<file path="src/design/avr_io_pkg.sv">
package avr_io_pkg;

   // ==================================================
   // I/O bus types
   // ==================================================

   typedef logic [5:0] io_adr_t;
   typedef logic [7:0] io_data_t;

   // Read return of one slave
   typedef struct packed {
      logic     out_en;
      io_data_t data;
   } io_rd_t;

   // ==================================================
   // Register addresses
   // ==================================================

   // Parallel ports
   localparam io_adr_t PORTA_ADR = 6'h1B;
   localparam io_adr_t DDRA_ADR  = 6'h1A;
   localparam io_adr_t PINA_ADR  = 6'h19;
   localparam io_adr_t PORTB_ADR = 6'h18;
   localparam io_adr_t DDRB_ADR  = 6'h17;
   localparam io_adr_t PINB_ADR  = 6'h16;

   // USART
   localparam io_adr_t UDR_ADR   = 6'h0C;
   localparam io_adr_t UCSRA_ADR = 6'h0B;
   localparam io_adr_t UCSRB_ADR = 6'h0A;
   localparam io_adr_t UBRR_ADR  = 6'h09;

   // UCSRA bits
   localparam int UDRE_BIT  = 5;
   localparam int TXC_BIT   = 6;

   // UCSRB bits
   localparam int TXEN_BIT  = 3;
   localparam int UDRIE_BIT = 5;
   localparam int TXCIE_BIT = 6;

   // Clock ticks per baud unit
   localparam int BAUD_OVERSAMPLE = 16;

endpackage

</file>
<file path="src/design/io_bus_if.sv">
interface io_bus_if
   import avr_io_pkg::*;
();

   io_adr_t  adr;
   logic     iore;
   logic     iowe;
   io_data_t dbus_in;

   // Core side
   modport master (
      output adr, iore, iowe, dbus_in
   );

   // Peripheral side
   modport slave (
      input adr, iore, iowe, dbus_in
   );

endinterface

</file>
<file path="src/design/io_read_mux.sv">
module io_read_mux
   import avr_io_pkg::*;
#(
   parameter int num_slaves = 3
) (
   input  io_rd_t   slv_rd [num_slaves],
   output logic     out_en,
   output io_data_t dbus_out
);

   logic     en_c   [num_slaves+1];
   io_data_t data_c [num_slaves+1];

   assign en_c[0]   = 1'b0;
   assign data_c[0] = '0;

   // Later stages override earlier ones
   for (genvar i = 0; i < num_slaves; i++) begin : chain
      assign en_c[i+1]   = slv_rd[i].out_en | en_c[i];
      assign data_c[i+1] = slv_rd[i].out_en ? slv_rd[i].data : data_c[i];
   end

   assign out_en   = en_c[num_slaves];
   assign dbus_out = data_c[num_slaves];

endmodule

</file>
<file path="src/design/parallel_port.sv">
module parallel_port
   import avr_io_pkg::*;
#(
   parameter io_adr_t portx_adr = PORTA_ADR,
   parameter io_adr_t ddrx_adr  = DDRA_ADR,
   parameter io_adr_t pinx_adr  = PINA_ADR
) (
   input  logic     cp2,
   input  logic     rst_n,
   io_bus_if.slave  bus,
   output io_rd_t   rd,
   output io_data_t portx,
   output io_data_t ddrx,
   input  io_data_t pinx
);

   io_data_t pin_meta;
   io_data_t pin_sync;

   // PORT and DDR registers
   always_ff @(posedge cp2 or negedge rst_n) begin
      if (!rst_n) begin
         portx <= '0;
         ddrx  <= '0;
      end else if (bus.iowe) begin
         if (bus.adr == portx_adr) begin
            portx <= bus.dbus_in;
         end
         if (bus.adr == ddrx_adr) begin
            ddrx <= bus.dbus_in;
         end
      end
   end

   // Two-stage synchronizer on the pins
   always_ff @(posedge cp2 or negedge rst_n) begin
      if (!rst_n) begin
         pin_meta <= '0;
         pin_sync <= '0;
      end else begin
         pin_meta <= pinx;
         pin_sync <= pin_meta;
      end
   end

   // Read decode, PIN is read only
   always_comb begin
      rd.out_en = 1'b0;
      rd.data   = '0;
      if (bus.iore) begin
         case (bus.adr)
            portx_adr: begin
               rd.out_en = 1'b1;
               rd.data   = portx;
            end
            ddrx_adr: begin
               rd.out_en = 1'b1;
               rd.data   = ddrx;
            end
            pinx_adr: begin
               rd.out_en = 1'b1;
               rd.data   = pin_sync;
            end
            default: ;
         endcase
      end
   end

endmodule

</file>
<file path="src/design/peripherals.sv">
module peripherals
   import avr_io_pkg::*;
#(
   parameter int tx_fifo_depth = 2
) (
   input  logic     cp2,
   input  logic     rst_n,
   // I/O slave bus
   input  io_adr_t  adr,
   input  logic     iore,
   input  logic     iowe,
   input  io_data_t dbus_in,
   output io_data_t dbus_out,
   output logic     out_en,
   // Port A
   output io_data_t porta_portx,
   output io_data_t porta_ddrx,
   input  io_data_t porta_pinx,
   // Port B
   output io_data_t portb_portx,
   output io_data_t portb_ddrx,
   input  io_data_t portb_pinx,
   // USART
   output logic     txd,
   output logic     udre_irq,
   output logic     txc_irq,
   input  logic     txc_irq_ack
);

   io_bus_if bus_if ();

   io_rd_t   slv_rd [3];
   logic     tx_valid;
   io_data_t tx_data;
   logic     fifo_in_ready;
   logic     fifo_out_valid;
   io_data_t fifo_out_data;
   logic     fifo_empty;
   logic     shift_ready;
   logic     frame_done;
   logic     txen;
   io_data_t ubrr;

   assign bus_if.adr     = adr;
   assign bus_if.iore    = iore;
   assign bus_if.iowe    = iowe;
   assign bus_if.dbus_in = dbus_in;

   // ==================================================
   // Parallel ports
   // ==================================================

   parallel_port #(
      .portx_adr (PORTA_ADR),
      .ddrx_adr  (DDRA_ADR),
      .pinx_adr  (PINA_ADR)
   ) port_a_i (
      .cp2   (cp2),
      .rst_n (rst_n),
      .bus   (bus_if.slave),
      .rd    (slv_rd[0]),
      .portx (porta_portx),
      .ddrx  (porta_ddrx),
      .pinx  (porta_pinx)
   );

   parallel_port #(
      .portx_adr (PORTB_ADR),
      .ddrx_adr  (DDRB_ADR),
      .pinx_adr  (PINB_ADR)
   ) port_b_i (
      .cp2   (cp2),
      .rst_n (rst_n),
      .bus   (bus_if.slave),
      .rd    (slv_rd[1]),
      .portx (portb_portx),
      .ddrx  (portb_ddrx),
      .pinx  (portb_pinx)
   );

   // ==================================================
   // USART transmitter
   // ==================================================

   usart_tx_regs tx_regs_i (
      .cp2         (cp2),
      .rst_n       (rst_n),
      .bus         (bus_if.slave),
      .rd          (slv_rd[2]),
      .tx_valid    (tx_valid),
      .tx_data     (tx_data),
      .fifo_ready  (fifo_in_ready),
      .frame_done  (frame_done),
      .fifo_empty  (fifo_empty),
      .txen        (txen),
      .ubrr        (ubrr),
      .udre_irq    (udre_irq),
      .txc_irq     (txc_irq),
      .txc_irq_ack (txc_irq_ack)
   );

   tx_fifo #(
      .payload_t (io_data_t),
      .depth     (tx_fifo_depth)
   ) tx_fifo_i (
      .cp2       (cp2),
      .rst_n     (rst_n),
      .in_valid  (tx_valid),
      .in_ready  (fifo_in_ready),
      .in_data   (tx_data),
      .out_valid (fifo_out_valid),
      .out_ready (shift_ready),
      .out_data  (fifo_out_data),
      .empty     (fifo_empty)
   );

   usart_tx_shifter tx_shifter_i (
      .cp2        (cp2),
      .rst_n      (rst_n),
      .in_valid   (fifo_out_valid),
      .in_ready   (shift_ready),
      .in_data    (fifo_out_data),
      .txen       (txen),
      .ubrr       (ubrr),
      .txd        (txd),
      .frame_done (frame_done)
   );

   // Read data merge, USART has top priority
   io_read_mux #(
      .num_slaves (3)
   ) read_mux_i (
      .slv_rd   (slv_rd),
      .out_en   (out_en),
      .dbus_out (dbus_out)
   );

endmodule

</file>
<file path="src/design/tx_fifo.sv">
module tx_fifo
   import avr_io_pkg::*;
#(
   parameter type payload_t = io_data_t,
   parameter int  depth     = 2
) (
   input  logic     cp2,
   input  logic     rst_n,
   input  logic     in_valid,
   output logic     in_ready,
   input  payload_t in_data,
   output logic     out_valid,
   input  logic     out_ready,
   output payload_t out_data,
   output logic     empty
);

   localparam int ptr_w = (depth > 1) ? $clog2(depth) : 1;
   localparam int cnt_w = $clog2(depth + 1);

   payload_t           mem [depth];
   logic [ptr_w-1:0]   wr_ptr;
   logic [ptr_w-1:0]   rd_ptr;
   logic [cnt_w-1:0]   count;
   logic               push;
   logic               pop;

   assign push = in_valid && in_ready;
   assign pop  = out_valid && out_ready;

   assign in_ready  = (count != cnt_w'(depth));
   assign out_valid = (count != '0);
   assign empty     = (count == '0);
   assign out_data  = mem[rd_ptr];

   // Storage
   always_ff @(posedge cp2) begin
      if (push) begin
         mem[wr_ptr] <= in_data;
      end
   end

   // Pointers wrap at depth
   always_ff @(posedge cp2 or negedge rst_n) begin
      if (!rst_n) begin
         wr_ptr <= '0;
         rd_ptr <= '0;
         count  <= '0;
      end else begin
         if (push) begin
            wr_ptr <= (wr_ptr == ptr_w'(depth - 1)) ? '0 : wr_ptr + 1'b1;
         end
         if (pop) begin
            rd_ptr <= (rd_ptr == ptr_w'(depth - 1)) ? '0 : rd_ptr + 1'b1;
         end
         if (push && !pop) begin
            count <= count + 1'b1;
         end else if (pop && !push) begin
            count <= count - 1'b1;
         end
      end
   end

endmodule

</file>
<file path="src/design/usart_tx_regs.sv">
module usart_tx_regs
   import avr_io_pkg::*;
(
   input  logic     cp2,
   input  logic     rst_n,
   io_bus_if.slave  bus,
   output io_rd_t   rd,
   output logic     tx_valid,
   output io_data_t tx_data,
   input  logic     fifo_ready,
   input  logic     frame_done,
   input  logic     fifo_empty,
   output logic     txen,
   output io_data_t ubrr,
   output logic     udre_irq,
   output logic     txc_irq,
   input  logic     txc_irq_ack
);

   io_data_t ucsrb;
   io_data_t ucsra_val;
   logic     txc;
   logic     udr_wr;
   logic     ucsra_wr;

   assign udr_wr   = bus.iowe && (bus.adr == UDR_ADR);
   assign ucsra_wr = bus.iowe && (bus.adr == UCSRA_ADR);

   // ==================================================
   // Control and baud registers
   // ==================================================

   always_ff @(posedge cp2 or negedge rst_n) begin
      if (!rst_n) begin
         ucsrb <= '0;
         ubrr  <= '0;
      end else if (bus.iowe) begin
         if (bus.adr == UCSRB_ADR) begin
            ucsrb <= bus.dbus_in;
         end
         if (bus.adr == UBRR_ADR) begin
            ubrr <= bus.dbus_in;
         end
      end
   end

   assign txen = ucsrb[TXEN_BIT];

   // UDR write becomes a one-cycle stream beat
   always_ff @(posedge cp2 or negedge rst_n) begin
      if (!rst_n) begin
         tx_valid <= 1'b0;
      end else begin
         tx_valid <= udr_wr;
      end
   end

   always_ff @(posedge cp2) begin
      if (udr_wr) begin
         tx_data <= bus.dbus_in;
      end
   end

   // TXC flag, set wins over clear
   always_ff @(posedge cp2 or negedge rst_n) begin
      if (!rst_n) begin
         txc <= 1'b0;
      end else if (frame_done && fifo_empty) begin
         txc <= 1'b1;
      end else if (txc_irq_ack || (ucsra_wr && bus.dbus_in[TXC_BIT])) begin
         txc <= 1'b0;
      end
   end

   // ==================================================
   // Status and read back
   // ==================================================

   always_comb begin
      ucsra_val           = '0;
      ucsra_val[UDRE_BIT] = fifo_ready;
      ucsra_val[TXC_BIT]  = txc;
   end

   always_comb begin
      rd.out_en = 1'b0;
      rd.data   = '0;
      if (bus.iore) begin
         case (bus.adr)
            // No receiver, UDR reads as zero
            UDR_ADR:   rd.out_en = 1'b1;
            UCSRA_ADR: begin
               rd.out_en = 1'b1;
               rd.data   = ucsra_val;
            end
            UCSRB_ADR: begin
               rd.out_en = 1'b1;
               rd.data   = ucsrb;
            end
            UBRR_ADR: begin
               rd.out_en = 1'b1;
               rd.data   = ubrr;
            end
            default: ;
         endcase
      end
   end

   assign udre_irq = fifo_ready & ucsrb[UDRIE_BIT];
   assign txc_irq  = txc & ucsrb[TXCIE_BIT];

endmodule

</file>
<file path="src/design/usart_tx_shifter.sv">
module usart_tx_shifter
   import avr_io_pkg::*;
(
   input  logic     cp2,
   input  logic     rst_n,
   input  logic     in_valid,
   output logic     in_ready,
   input  io_data_t in_data,
   input  logic     txen,
   input  io_data_t ubrr,
   output logic     txd,
   output logic     frame_done
);

   localparam int presc_w = $bits(io_data_t) + $clog2(BAUD_OVERSAMPLE);

   logic               busy;
   logic [presc_w-1:0] presc;
   logic [presc_w-1:0] presc_last;
   logic               bit_end;
   logic [3:0]         bit_cnt;
   logic [9:0]         shift_reg;
   logic               accept;

   // Cycles per bit minus one
   assign presc_last = presc_w'((int'(ubrr) + 1) * BAUD_OVERSAMPLE - 1);
   assign bit_end    = busy && (presc == presc_last);

   assign in_ready   = !busy && txen;
   assign accept     = in_valid && in_ready;

   // Last cycle of the stop bit
   assign frame_done = bit_end && (bit_cnt == 4'd9);

   // Line idles high through ones shifted in behind the frame
   assign txd = shift_reg[0];

   always_ff @(posedge cp2 or negedge rst_n) begin
      if (!rst_n) begin
         busy      <= 1'b0;
         presc     <= '0;
         bit_cnt   <= '0;
         shift_reg <= '1;
      end else if (accept) begin
         // Stop, data LSB first, start
         busy      <= 1'b1;
         presc     <= '0;
         bit_cnt   <= '0;
         shift_reg <= {1'b1, in_data, 1'b0};
      end else if (busy) begin
         if (bit_end) begin
            presc     <= '0;
            shift_reg <= {1'b1, shift_reg[9:1]};
            if (bit_cnt == 4'd9) begin
               busy    <= 1'b0;
               bit_cnt <= '0;
            end else begin
               bit_cnt <= bit_cnt + 4'd1;
            end
         end else begin
            presc <= presc + 1'b1;
         end
      end
   end

endmodule

</file>
<file path="config.mk">
export PLATFORM = sky130hd
export DESIGN_NAME = peripherals
export DESIGN_NICKNAME = d
export VERILOG_FILES = /design/src/design/avr_io_pkg.sv /design/src/design/io_bus_if.sv /design/src/design/io_read_mux.sv /design/src/design/parallel_port.sv /design/src/design/peripherals.sv /design/src/design/tx_fifo.sv /design/src/design/usart_tx_regs.sv /design/src/design/usart_tx_shifter.sv
export SDC_FILE = /design/constraint.sdc
export NUM_CORES = 1
export LEC_CHECK = 0
export BUFFER_PORTS_ARGS = -buffer_cell sky130_fd_sc_hd__buf_2
export CORE_MARGIN = 5
export CORE_UTILIZATION = 36
export CTS_CLUSTER_SIZE = 20
export DETAILED_ROUTE_END_ITERATION = 6
export PLACE_DENSITY = 0.6
export SKIP_CTS_REPAIR_TIMING = 1
export SLEW_MARGIN = 5
export SYNTH_ARGS = -nofsm -noshare
export SYNTH_HDL_FRONTEND = slang
export SYNTH_SLANG_ARGS = --single-unit
</file>
<file path="constraint.sdc">
create_clock -name cp2 -period 4.1 [get_ports cp2]
set_clock_uncertainty 0.15 [all_clocks]
set_input_delay 0.41 -clock cp2 [delete_from_list [all_inputs] [get_ports cp2]]
set_output_delay 0.41 -clock cp2 [all_outputs]
set_load 0.005 [all_outputs]
</file>
* After elaboration in Yosys (flattened, before gate mapping)
Memory sizes are Yosys's and may differ from the RTL's. Index checks and enable logic that the tools add are counted. W data, S select, Z words.
Word-level totals: register bits 121, memory bits (writable) 16, bits of input ports 35, word-level logic and storage cells 107, memories 1
Operators by class: add/sub/neg operators 8, equal/unequal tests 13, mux-type cells 32, bitwise gates (word level) 4, reductions and logical operators 29
Memories:
- tx_fifo_i.mem | depth 2, bits a word 8, rd ports 1, clocked after memory_dff 0, write ports 1, RTL line tx_fifo.sv:21 | payload_t mem [depth];
Operators by type and width (count):
- $pmux W9 S3 | 2
- $eq A6 B5 Y1 const B | 6
- $mux W12 | 3
- $mux W10 | 3
- $mux W9 | 3
- $eq A6 B4 Y1 const B | 4
- $mux W8 | 3
- $pmux W8 S3 | 1
- $mux W4 | 4
- $reduce_and A2 Y1 | 7
- $add A12 B1 Y12 const B | 1
- $eq A12 B12 Y1 | 1
- $sub A12 B2 Y12 const B | 1
- $logic_and A1 B1 Y1 | 11
- $mux W1 | 11
- $reduce_bool A2 Y1 | 5
- $add A8 B1 Y8 const B | 1
- $add A4 B1 Y4 const B | 1
- $eq A4 B4 Y1 const B | 1
- $mux W2 | 2
- $reduce_or A4 Y1 | 1
- $logic_not A1 Y1 | 3
- $add A1 B1 Y1 const B | 2
- $add A2 B1 Y2 const B | 1
- other kinds (6) | 8

* Depth between registers and ports, before layout
Gate-level depths: netlist of the first run.
depth in word-level cells 7, gate-level depth with buffers 9, gate-level depth less buffers 8

* By module
Synthesis of the first run repeated with hierarchy kept, for this count alone.
Unflattened totals: cells, all modules 518, area, all modules 6444.9 µm²
Modules (own cells, without submodules):
- usart_tx_shifter | instances 1, cells each 191, area an instance 1711.6 µm², seq. area each 661.9 µm²
- parallel_port at port_a_i | instances 1, cells each 84, area an instance 1321.3 µm², seq. area each 800.8 µm²
- parallel_port at port_b_i | instances 1, cells each 84, area an instance 1260.0 µm², seq. area each 800.8 µm²
- usart_tx_regs | instances 1, cells each 79, area an instance 1134.8 µm², seq. area each 690.7 µm²
- tx_fifo | instances 1, cells each 44, area an instance 790.8 µm², seq. area each 580.6 µm²
- io_read_mux | instances 1, cells each 36, area an instance 226.5 µm², seq. area each 0.0 µm²

* Least setup slack after synthesis of the first run
Ideal clock, no wire load.
path type flip-flop to flip-flop, from reg tx_regs_i.ubrr[1], to reg tx_shifter_i.bit_cnt[1], setup time 79 ps, arrival time 2302 ps, slack 1570 ps, cell stages (with the launch flop) 10, clock period less this slack 2530 ps, cell sequence dfrtp_1 ha_1 xor2_1 and3_1 o2111ai_1 nor4_2 o2111ai_2 buf_6 or3_1 a21oi_1
Between the ends: cells in the longest elaborated chain, start to end 6
RTL lines:
- start, declared | RTL line usart_tx_regs.sv:14 | output io_data_t ubrr,
- start signal, assigned | RTL line usart_tx_regs.sv:42 | ubrr <= bus.dbus_in;
- $add A8 B1 Y8 | RTL line usart_tx_shifter.sv:26 | assign presc_last = presc_w'((int'(ubrr) + 1) * BAUD_OVERSAMPLE - 1);
- $sub A12 B2 Y12 | RTL line usart_tx_shifter.sv:26
- $eq A12 B12 Y1 | RTL line usart_tx_shifter.sv:27 | assign bit_end = busy && (presc == presc_last);
- $logic_and A1 B1 Y1 | RTL line usart_tx_shifter.sv:27
- $reduce_bool A2 Y1 (no line)
- $reduce_and A2 Y1 (no line)
- end signal, assigned | RTL line usart_tx_shifter.sv:58 | bit_cnt <= bit_cnt + 4'd1;
- end, declared | RTL line usart_tx_shifter.sv:21 | logic [3:0] bit_cnt;
No other way between the ends. A chain may end at the register's enable or synchronous reset.

* Worst setup path in the final report of the first run
from reg tx_regs_i.ubrr[0], to reg tx_shifter_i.presc[3]
Between the ends: cells in the longest elaborated chain, start to end 7
RTL lines:
- $add A8 B1 Y8 | RTL line usart_tx_shifter.sv:26
- $sub A12 B2 Y12 | RTL line usart_tx_shifter.sv:26
- $eq A12 B12 Y1 | RTL line usart_tx_shifter.sv:27
- $logic_and A1 B1 Y1 | RTL line usart_tx_shifter.sv:27
- $mux W12 | RTL line usart_tx_shifter.sv:51 | if (bit_end) begin
- $mux W12 | RTL line usart_tx_shifter.sv:50 | end else if (busy) begin
- $mux W12 | RTL line usart_tx_shifter.sv:44 | end else if (accept) begin
- end signal, assigned | RTL line usart_tx_shifter.sv:61 | presc <= presc + 1'b1;
- end, declared | RTL line usart_tx_shifter.sv:18 | logic [presc_w-1:0] presc;
No other way between the ends. The select of a mux whose other input is x is not followed.

==> results of run 1 <==
==> cell type report <==
| class | count | area share, % |
|---|---|---|
| inverters | 4 | 0.206 |
| flip-flops and latches | 136 | 48.5 |
| repair buffers | 100 | 8.25 |
| well taps | 216 | 3.71 |
| multi-input cells | 296 | 31.2 |
| clock inverters | 8 | 1.15 |
| clock buffers | 24 | 6.91 |
==> worst min path at each step <==
stage / endpoint / slack [ns] / depth (start not counted) / start
after floorplan: port_a_i.ddrx[0]$_DFFE_PN0P_ / -0.04 / 0 / rst_n
after detailed placement: port_a_i.pin_sync[2]$_DFF_PN0_ / 0.19 / 0 / port_a_i.pin_meta[2]$_DFF_PN0_
after global routing: tx_regs_i.txc$_DFFE_PN0P_ / 0.15 / 3 / txc_irq_ack
final: tx_regs_i.txc$_DFFE_PN0P_ / 0.15 / 3 / txc_irq_ack
after global placement: port_b_i.pin_sync[6]$_DFF_PN0_ / 0.18 / 0 / port_b_i.pin_meta[6]$_DFF_PN0_
after CTS: tx_shifter_i.bit_cnt[2]$_DFFE_PN0P_ / -0.10 / 1 / rst_n
==> cells by family after synthesis <==
kind of cell             after synthesis  share of synthesized area (%)
flip-flops                           136                           59.8
AND/OR/NAND/NOR                      123                           10.9
AO/OA/AOI/OAI                         73                           9.42
multiplexers                          70                           13.2
XOR/XNOR                              24                           3.68
buffers and inverters                 22                           1.69
adder cells (fa/ha/maj)                6                           1.27
==> report_power, final <==
part           internal, mW  switching, mW
registers              1.58          0.175
logic                 0.260          0.239
clock network         0.923          0.547
total                  2.76          0.961
==> cell usage in the layout, fill, tap and decap left out, types with 9 or more instances in the layout <==
cell type and instances:
a21oi_1 14, and3_1 11, buf_2 77, clkbuf_16 18, dfrtp_1 103, dfstp_2 9
dlygate4sd3_1 17, edfxtp_1 24, mux2_2 58, mux2i_1 11, nand2_1 30, nand3_1 10
nor2_1 25, nor2b_1 14, xnor2_1 9, xor2_1 14
==> worst register-to-register path, stage by stage, from the launching register on <==
cell and delay (ns):
dfrtp_1 0.49, ha_1 0.38, nor2b_1 0.20, nor3b_1 0.30, a32oi_2 0.16, mux2_4 0.35
o2111ai_2 0.73, nand2_1 0.37, nor2_1 0.20
==> metal layers <==
layer | vias to the layer above | wire length (um) | track usage [%] | share of wire, %
li1 | 1887 | - | - | -
met1 | 2007 | 6240 | 19.0 | 46
met2 | 113 | 6290 | 22.3 | 46
met3 | 19 | 695 | 4.62 | 5.1
met4 | 0 | 340 | 6.03 | 2.5
met5 | - | 0 | 0 | 0
==> stage by stage <==
| step | hold slack [ns] | std cells | power (mW) |
|---|---|---|---|
| after CTS | -0.102 | 767 | 3.76 |
| final | 0.147 | 784 | 3.72 |
| after global routing | 0.151 | 784 | 3.92 |
| after detailed placement | 0.186 | 735 | 2.27 |
| after floorplan | -0.0356 | 454 | 2.07 |
| after global placement | 0.181 | 735 | 2.24 |
==> metrics.txt, run 1 <==
Crit path depth=8; Place WS=~0.68 ns; number of library cell types mapped by synthesis=52; row cnt=46; reg2reg start=tx_regs_i.ubrr[0]$_DFFE_PN0P_; commonest register cell after synthesis=dfrtp_1; CP endpoint kind=register; CP Data Arrival Time=3.57 ns; detailed placement HPWL=slightly below 10,000 um; number of diodes=0; grt ovf=0; Post-Syn Area=approximately 5900 sq um; initial antenna violation count=0; clock sink total=around 140; Yosys reg bits=136; Peak VDD IR=0.374 mV; max_cap viols=0; largest area contributor in the netlist=dfrtp_1; Gate Count Post-Synth=roughly 450; Layout Utilization=a little under half; delay of the slowest cell on the worst path=0.73 ns; final setup vio count=0; clk root buf=clkbuf_16; reg2reg setup slack=0.71 ns; layout cells sized above 1=approximately a third; Synthesized Nets=495; initial core utilization=a little under two fifths; Multi-input gate area=~2300 sq um; critical path's slowest cell=o2111ai_2; Via-to-Cell Ratio=between 5 and 6; ANT nets after route=0; Final Hold Violating Endpoints=0; Worst-Margin Slew=approximately 0.89 ns; worst-path cell chain=ha_1 -> nor2b_1 -> nor3b_1 -> a32oi_2 -> mux2_4 -> o2111ai_2 -> nand2_1 -> nor2_1; warnings from Yosys=0; number of global-route vias before repair=about 4,200; htree depth=4; Post-synth EDFFs=24; startpoint type of the worst setup path=register; ranking of synthesized cells by area=dfrtp_1 (44%), edfxtp_1 (12%), mux2_2 (11%); status=finished, final reports clean; worst r2r path cells=8; top cells by count, synth=dfrtp_1 (103), mux2_2 (58), nand2_1 (30); hold crit path type=in2reg; CTS tree=done; RSZ-0062 raised after global routing=no; fin crit period=~3.4 ns; Remaining DRCs=0; global-route wire length before repair=~22,000 um; top-count cell post-synth=dfrtp_1; final worst slack=0.706 ns; max-slew violations=0; fraction of registers with async set/reset=between 80% and 90%; R2R Path End=tx_shifter_i.presc[3]$_DFFE_PN0P_; final setup TNS=0 ns; wirelength, routed=13,600 um; DIE WIDTH=138 um; Power per Cell Area=between 500 and 600 nW/um^2; die height=~140 um; crit path capture=tx_shifter_i.presc[3]$_DFFE_PN0P_; Tot GR Track Use=between 10 and 15%; area added between synthesis and finish=23.2%; I/O pin total=79; DR WL/cell=about 17 um; Synth top area share=a little over two fifths; max reg flops=16; fill count=about 1,500; Register Area=roughly 3500 sq um; Clock transition at path regs=about 0.060 ns; required time of the critical path=4.28 ns; vias=between 4,000 and 5,000; Worst-Skew Late Latency=roughly 0.4 ns; Lkg Pwr=roughly 3.3 nW; relative max-transition margin=between 40% and 50%; CP Buf/Inv Count=0; first-pass iteration count of the detailed router=6; Syn Area/Cell=approximately 13 sq um; CP delay by family, top=simple AND/OR/NAND/NOR gates; Cell Area, Placed=between 6000 and 7000 sq um; routability cong.=about 0.85; CP max FO=17; Final nets=around 600; highest clock rate=just under 300 MHz; Die Area=around 19,000 sq um; Port Buffer Count=78; core area=16,000 sq um; Tcrit/Tclk final=between 80 and 90%; Iter 0 DRT Violations=~360; Seq/Total Area, Yosys=around three fifths; Longest Clk Path Bufs=2; largest net degree at the start of global routing=54; final instance area=around 7300 sq um; crit path launch=tx_regs_i.ubrr[0]$_DFFE_PN0P_; Crit Path Category=reg2reg; total CTS buffers=17
(Power assumes the default switching activity.)
==> run 2: changes to the inputs <==
- PLACE_DENSITY: 0.6 -> 0.62
- clock period: 4.1 -> 2.7 ns (I/O delays scaled with it)
==> run 2 against run 1 <==
Clock-buffer cell count shrank 7. Core utilization is 1.4 points higher. Sequential cell count stayed put. Setup slack got worse by 0.69 ns. Via count rose by 1.1%. Total power is 56% higher. Critical endpoint is now tx_shifter_i.bit_cnt[0]$_DFFE_PN0P_. Register-to-register slack got worse by 0.69 ns. Hold slack got worse by 0.12 ns. Critical path depth increased by 2. Sequential power grew 53%.
==> metrics.txt, run 2 (synthesized netlist as in run 1, its figures left out) <==
overall power=5.81 mW (+56%); hold slack final=0.0278 ns (-0.120 ns); startpoint type of the worst setup path=register; CTS tree=done; Final nets=610 (+2.3%); Longest Clk Path Bufs=2 (unchanged); final instance area=7500 sq um (+3.1%); largest net degree at the start of global routing=49 (-9.3%); Peak VDD IR=0.510 mV (+36%); Lkg Pwr=3.43 nW (+2.6%); row cnt=46 (unchanged); clk root buf=clkbuf_16; Clock transition at path regs=0.06 ns (about the same); CP Buf/Inv Count=2 (+2); DIE WIDTH=138 um (unchanged); vias=4,069 (+1.1%); Remaining DRCs=0 (unchanged); detailed placement HPWL=9610 um (-1.1%); CP Data Arrival Time=2.87 ns (-0.70 ns); number of global-route vias before repair=4,127 (-2.4%); initial core utilization=36.9% (unchanged); wirelength, routed=13,600 um (+0.27%); Port Buffer Count=78 (unchanged); core area=16,000 sq um (unchanged); Worst-Skew Late Latency=0.41 ns (about the same); CP endpoint kind=register; most frequent CP cell=buf_6; clock sink total=136 (unchanged); status=finished, final reports clean; worst-path cell chain=ha_2 -> and2_4 -> a21o_1 -> buf_6 -> and3_4 -> nor4_4 -> o2111ai_4 -> buf_6 -> or3_4 -> a21oi_2; fin crit period=2.68 ns (-0.712 ns); max_cap viols=0 (unchanged); Crit path depth=10 (+2); hold depth=1 (-2); total CTS buffers=17 (unchanged); Die Area=19,100 sq um (unchanged); Via-to-Cell Ratio=5.11 (-0.58%); commonest non-fill, non-tap cells in the layout=dfrtp_1 (103), buf_2 (77), mux2_2 (58); area added between synthesis and finish=27.0%; number of diodes=0 (unchanged); final setup TNS=0 ns (unchanged); global-route wire length before repair=22,000 um (-1.2%); RSZ-0062 raised after global routing=yes; max-slew violations=0 (unchanged); max reg flops=16 (unchanged); grt ovf=0 (unchanged); CP max FO=7 (-10); worst r2r path cells=10 (+2); layout cells sized above 1=36.5% (+3.6 points); highest clock rate=373 MHz (+27%); ANT nets after route=0 (unchanged); die height=138 um (unchanged); Tcrit/Tclk final=99.3% (+17 points); CP delay by family, top=simple AND/OR/NAND/NOR gates; relative max-transition margin=53.5% (+13 points); Worst-Margin Slew=0.695 ns (-0.195 ns); delay of the slowest cell on the worst path=0.41 ns (-0.32 ns); critical path's slowest cell=dfrtp_1; Final Hold Violating Endpoints=0 (unchanged); routability cong.=0.802 (-5.6%); DR WL/cell=17.1 um (-1.4%); htree depth=4 (unchanged); Iter 0 DRT Violations=268 (-26%); required time of the critical path=2.88 ns (-1.40 ns); first-pass iteration count of the detailed router=5 (-1); Tot GR Track Use=14.4% (-0.11 points); commonest non-fill, non-tap cell in the layout=dfrtp_1; Power per Cell Area=774 nW/um^2 (+51%); initial antenna violation count=0 (unchanged); I/O pin total=79 (unchanged); Crit Path Category=reg2reg; hold crit path type=in2reg; final setup vio count=0 (unchanged); Cell Area, Placed=6610 sq um (+1.3%)
-- run 2: changes by cell type in the layout (fill, tap and decap cells not counted), moves of 2 or more --
cell       before  now
a21oi_1        14   12
bufinv_16       1    3
buf_6           0    3
clkbuf_8        3    0
buf_4           6   15
clkbuf_1        3    0
a21oi_2         0    2
-- run 2: cell type report --
type	count	area, sq um
flip-flops and latches	136	3530
clock inverters	14	173
fillers	1480	8500
well taps	216	270
clock buffers	17	425
inverters	4	15.0
multi-input cells	296	2350
repair buffers	114	732
-- run 2: report_power, final --
group,switching [mW],total (mW),internal (mW)
registers,0.266,2.67,2.40
logic,0.387,0.820,0.433
clock network,0.868,2.32,1.45
-- run 2: path summary, 6_finish.rpt --
check                                          startpoint                                    end  slack (ns)
hold / removal                                 dbus_in[7]         tx_regs_i.tx_data[7]$_DFFE_PP_        0.03
hold reg to reg            port_b_i.pin_meta[2]$_DFF_PN0_         port_b_i.pin_sync[2]$_DFF_PN0_        0.20
min in group asynchronous                           rst_n          port_b_i.portx[2]$_DFFE_PN0P_        0.27
setup / recovery            tx_regs_i.ubrr[0]$_DFFE_PN0P_    tx_shifter_i.bit_cnt[0]$_DFFE_PN0P_        0.02
setup reg to reg            tx_regs_i.ubrr[0]$_DFFE_PN0P_    tx_shifter_i.bit_cnt[0]$_DFFE_PN0P_        0.02
max in group asynchronous                           rst_n  tx_shifter_i.shift_reg[3]$_DFFE_PN1P_        1.36
-- run 2: routing by layer --
metal,global-route usage (%),part of all wire (%),up-vias
met2,23.4,50,118
met3,4.34,5.6,12
met5,0,0,-
met1,18.1,43,2029
li1,-,-,1910
met4,5.46,1.3,0
-- run 2: per-stage QoR --
stage	util, %	setup slack [ns]	instances
finish	46.9	0.0183	797
global route	46.9	-0.147	797
CTS	45.1	-0.0930	776
detailed placement	41.3	-0.0849	745
global placement	41.3	0.00147	745
floorplan	-	0.170	454
==> run 3: changes to the inputs <==
- CELL_PAD_IN_SITES_DETAIL_PLACEMENT: unset -> 1
- CELL_PAD_IN_SITES_GLOBAL_PLACEMENT: unset -> 2
- CTS_BUF_LIST: unset -> sky130_fd_sc_hd__clkbuf_8
- PLACE_DENSITY: 0.62 -> 0.82
- REMOVE_ABC_BUFFERS: unset -> 1
==> run 3 against run 2 <==
Largest cell class unchanged. Core utilization is 0.66 points lower. Largest power group unchanged. Total power is 10% lower. Clock-buffer cell count stayed put. Clock power is 28% lower.
==> metrics.txt, run 3 (synthesized netlist as in run 1, its figures left out) <==
core area=16,000 sq um (unchanged); clock sink total=136 (unchanged); row cnt=46 (unchanged); largest net degree at the start of global routing=76 (+55%); Longest Clk Path Bufs=2 (unchanged); vias=4,160 (+2.2%); initial core utilization=36.9% (unchanged); Pint=3.62 mW (-16%); layout cells sized above 1=37.1% (+0.65 points); combinational share of power=16.7% (+2.6 points); final setup vio count=0 (unchanged); switching part of the total power=30.6% (+4.4 points); number of global-route vias before repair=4,644 (+13%); Lkg Pwr=3.37 nW (-1.8%); highest clock rate=371 MHz (-0.39%); first-pass iteration count of the detailed router=7 (+2); max reg flops=16 (unchanged); max_cap viols=0 (unchanged); DIE WIDTH=138 um (unchanged); overall power=5.21 mW (-10%); CTS tree=done; Worst-Margin Slew=0.716 ns (+0.0212 ns); Tcrit/Tclk final=99.7% (+0.39 points); power share of the clock group=32.0% (-8.0 points); Tot GR Track Use=16.4% (+2.0 points); wirelength, routed=15,400 um (+13%); Worst-Skew Late Latency=0.45 ns (+0.04 ns); Via-to-Cell Ratio=5.18 (+1.5%); startpoint type of the worst setup path=register; Remaining DRCs=0 (unchanged); Clock transition at path regs=0.08 ns (+0.02 ns); number of diodes=0 (unchanged); max-slew violations=0 (unchanged); htree depth=4 (unchanged); detailed placement HPWL=10,900 um (+13%); initial antenna violation count=1 (+1); I/O pin total=79 (unchanged); Power per Cell Area=704 nW/um^2 (-9.0%); worst r2r path cells=10 (unchanged); DR WL/cell=19.2 um (+12%); Final Hold Violating Endpoints=0 (unchanged); required time of the critical path=2.92 ns (+0.04 ns); CP max FO=5 (-2); Cell Area, Placed=6610 sq um (-0.11%); Crit Path Category=reg2reg; status=finished, final reports clean; RSZ-0062 raised after global routing=yes; area added between synthesis and finish=25.2%; relative max-transition margin=52.1% (-1.4 points); hold crit path type=in2reg; Port Buffer Count=78 (unchanged); ANT nets after route=0 (unchanged); global-route wire length before repair=25,100 um (+14%); Iter 0 DRT Violations=246 (-8.2%); Peak VDD IR=0.410 mV (-20%); commonest non-fill, non-tap cells in the layout=dfrtp_1 (101), buf_2 (77), mux2_2 (58); Die Area=19,100 sq um (unchanged); commonest non-fill, non-tap cell in the layout=dfrtp_1; Final nets=615 (+0.82%); fin crit period=2.69 ns (+0.0105 ns); hold depth=1 (unchanged); P_sw=1.59 mW (+4.7%); total CTS buffers=17 (unchanged); routability cong.=0.805 (+0.41%); CP Data Arrival Time=2.91 ns (+0.04 ns); final instance area=7400 sq um (-1.4%); clk root buf=clkbuf_8; CP endpoint kind=register; Seq pwr share=51.2% (+5.3 points); reg2reg setup slack=0.008 ns (about the same); die height=138 um (unchanged); grt ovf=0 (unchanged)
[run 3: cell types whose count changed in the layout (fill, tap and decap cells not counted), moves of 3 or more]
| cell | delta |
|---|---|
| inv_8 | +3 |
| inv_6 | +4 |
| clkbuf_8 | +17 |
| dlygate4sd3_1 | +4 |
| clkbuf_16 | -17 |
[run 3: routing by layer]
metal | vias up | share of wire (%) | GRT usage, %
met1 | 2102 | 43 | 20.6
met3 | 25 | 5.2 | 5.03
met2 | 107 | 50 | 27.2
met4 | 2 | 2.0 | 5.04
met5 | - | 0.084 | 0
li1 | 1924 | - | -
[run 3: cell type report]
cell class	instances	area, sq um
tap	216	270
timing repair buffer	119	783
sequential	136	3540
clock inverter	15	160
clock buffer	17	234
inverter	4	15.0
fill	1700	8600
multi-input combinational	296	2400
[run 3: power by group through the flow]
stage	combinational (mW)	sequential (mW)	clock (mW)
after CTS	0.811	2.66	1.72
after global routing	0.976	2.71	1.81
after detailed placement	0.808	2.70	0
after floorplan	0.482	2.63	0
final	0.872	2.67	1.67
after global placement	0.760	2.67	0
[run 3: stage by stage]
step | util, % | TNS (ns) | setup WS (ns) | hold WS (ns) | cells
2_1_floorplan | - | -4.91 | -0.284 | -0.176 | 436
3_3_place_gp | 41.3 | 0 | 0.0280 | 0.119 | 744
3_5_place_dp | 41.3 | -0.401 | -0.0759 | 0.128 | 744
4_1_cts | 43.7 | -1.03 | -0.0981 | -0.371 | 776
5_1_grt | 46.2 | -0.629 | -0.128 | 0.00442 | 803
6_report | 46.2 | 0 | 0.00780 | 0.0232 | 803
[run 3: path summary, 6_finish.rpt]
| check | to | startpoint |
|---|---|---|
| max in group asynchronous | port_a_i.ddrx[7]$_DFFE_PN0P_ | rst_n |
| setup reg to reg | tx_shifter_i.bit_cnt[0]$_DFFE_PN0P_ | tx_regs_i.ubrr[0]$_DFFE_PN0P_ |
| hold / removal | tx_regs_i.tx_data[3]$_DFFE_PP_ | dbus_in[3] |
| setup / recovery | tx_shifter_i.bit_cnt[0]$_DFFE_PN0P_ | tx_regs_i.ubrr[0]$_DFFE_PN0P_ |
| min in group asynchronous | tx_fifo_i.rd_ptr$_DFFE_PN0P_ | rst_n |
| hold reg to reg | port_a_i.pin_sync[2]$_DFF_PN0_ | port_a_i.pin_meta[2]$_DFF_PN0_ |
[run 3: critical path: stages, from the launching register on]
cell and delay (ns):
dfrtp_2 0.47, ha_4 0.19, and2_4 0.16, a21o_1 0.20, buf_6 0.13, and3_4 0.14, nor4_4 0.35, o2111ai_4 0.21
buf_6 0.17, or3_1 0.31, a21oi_1 0.14
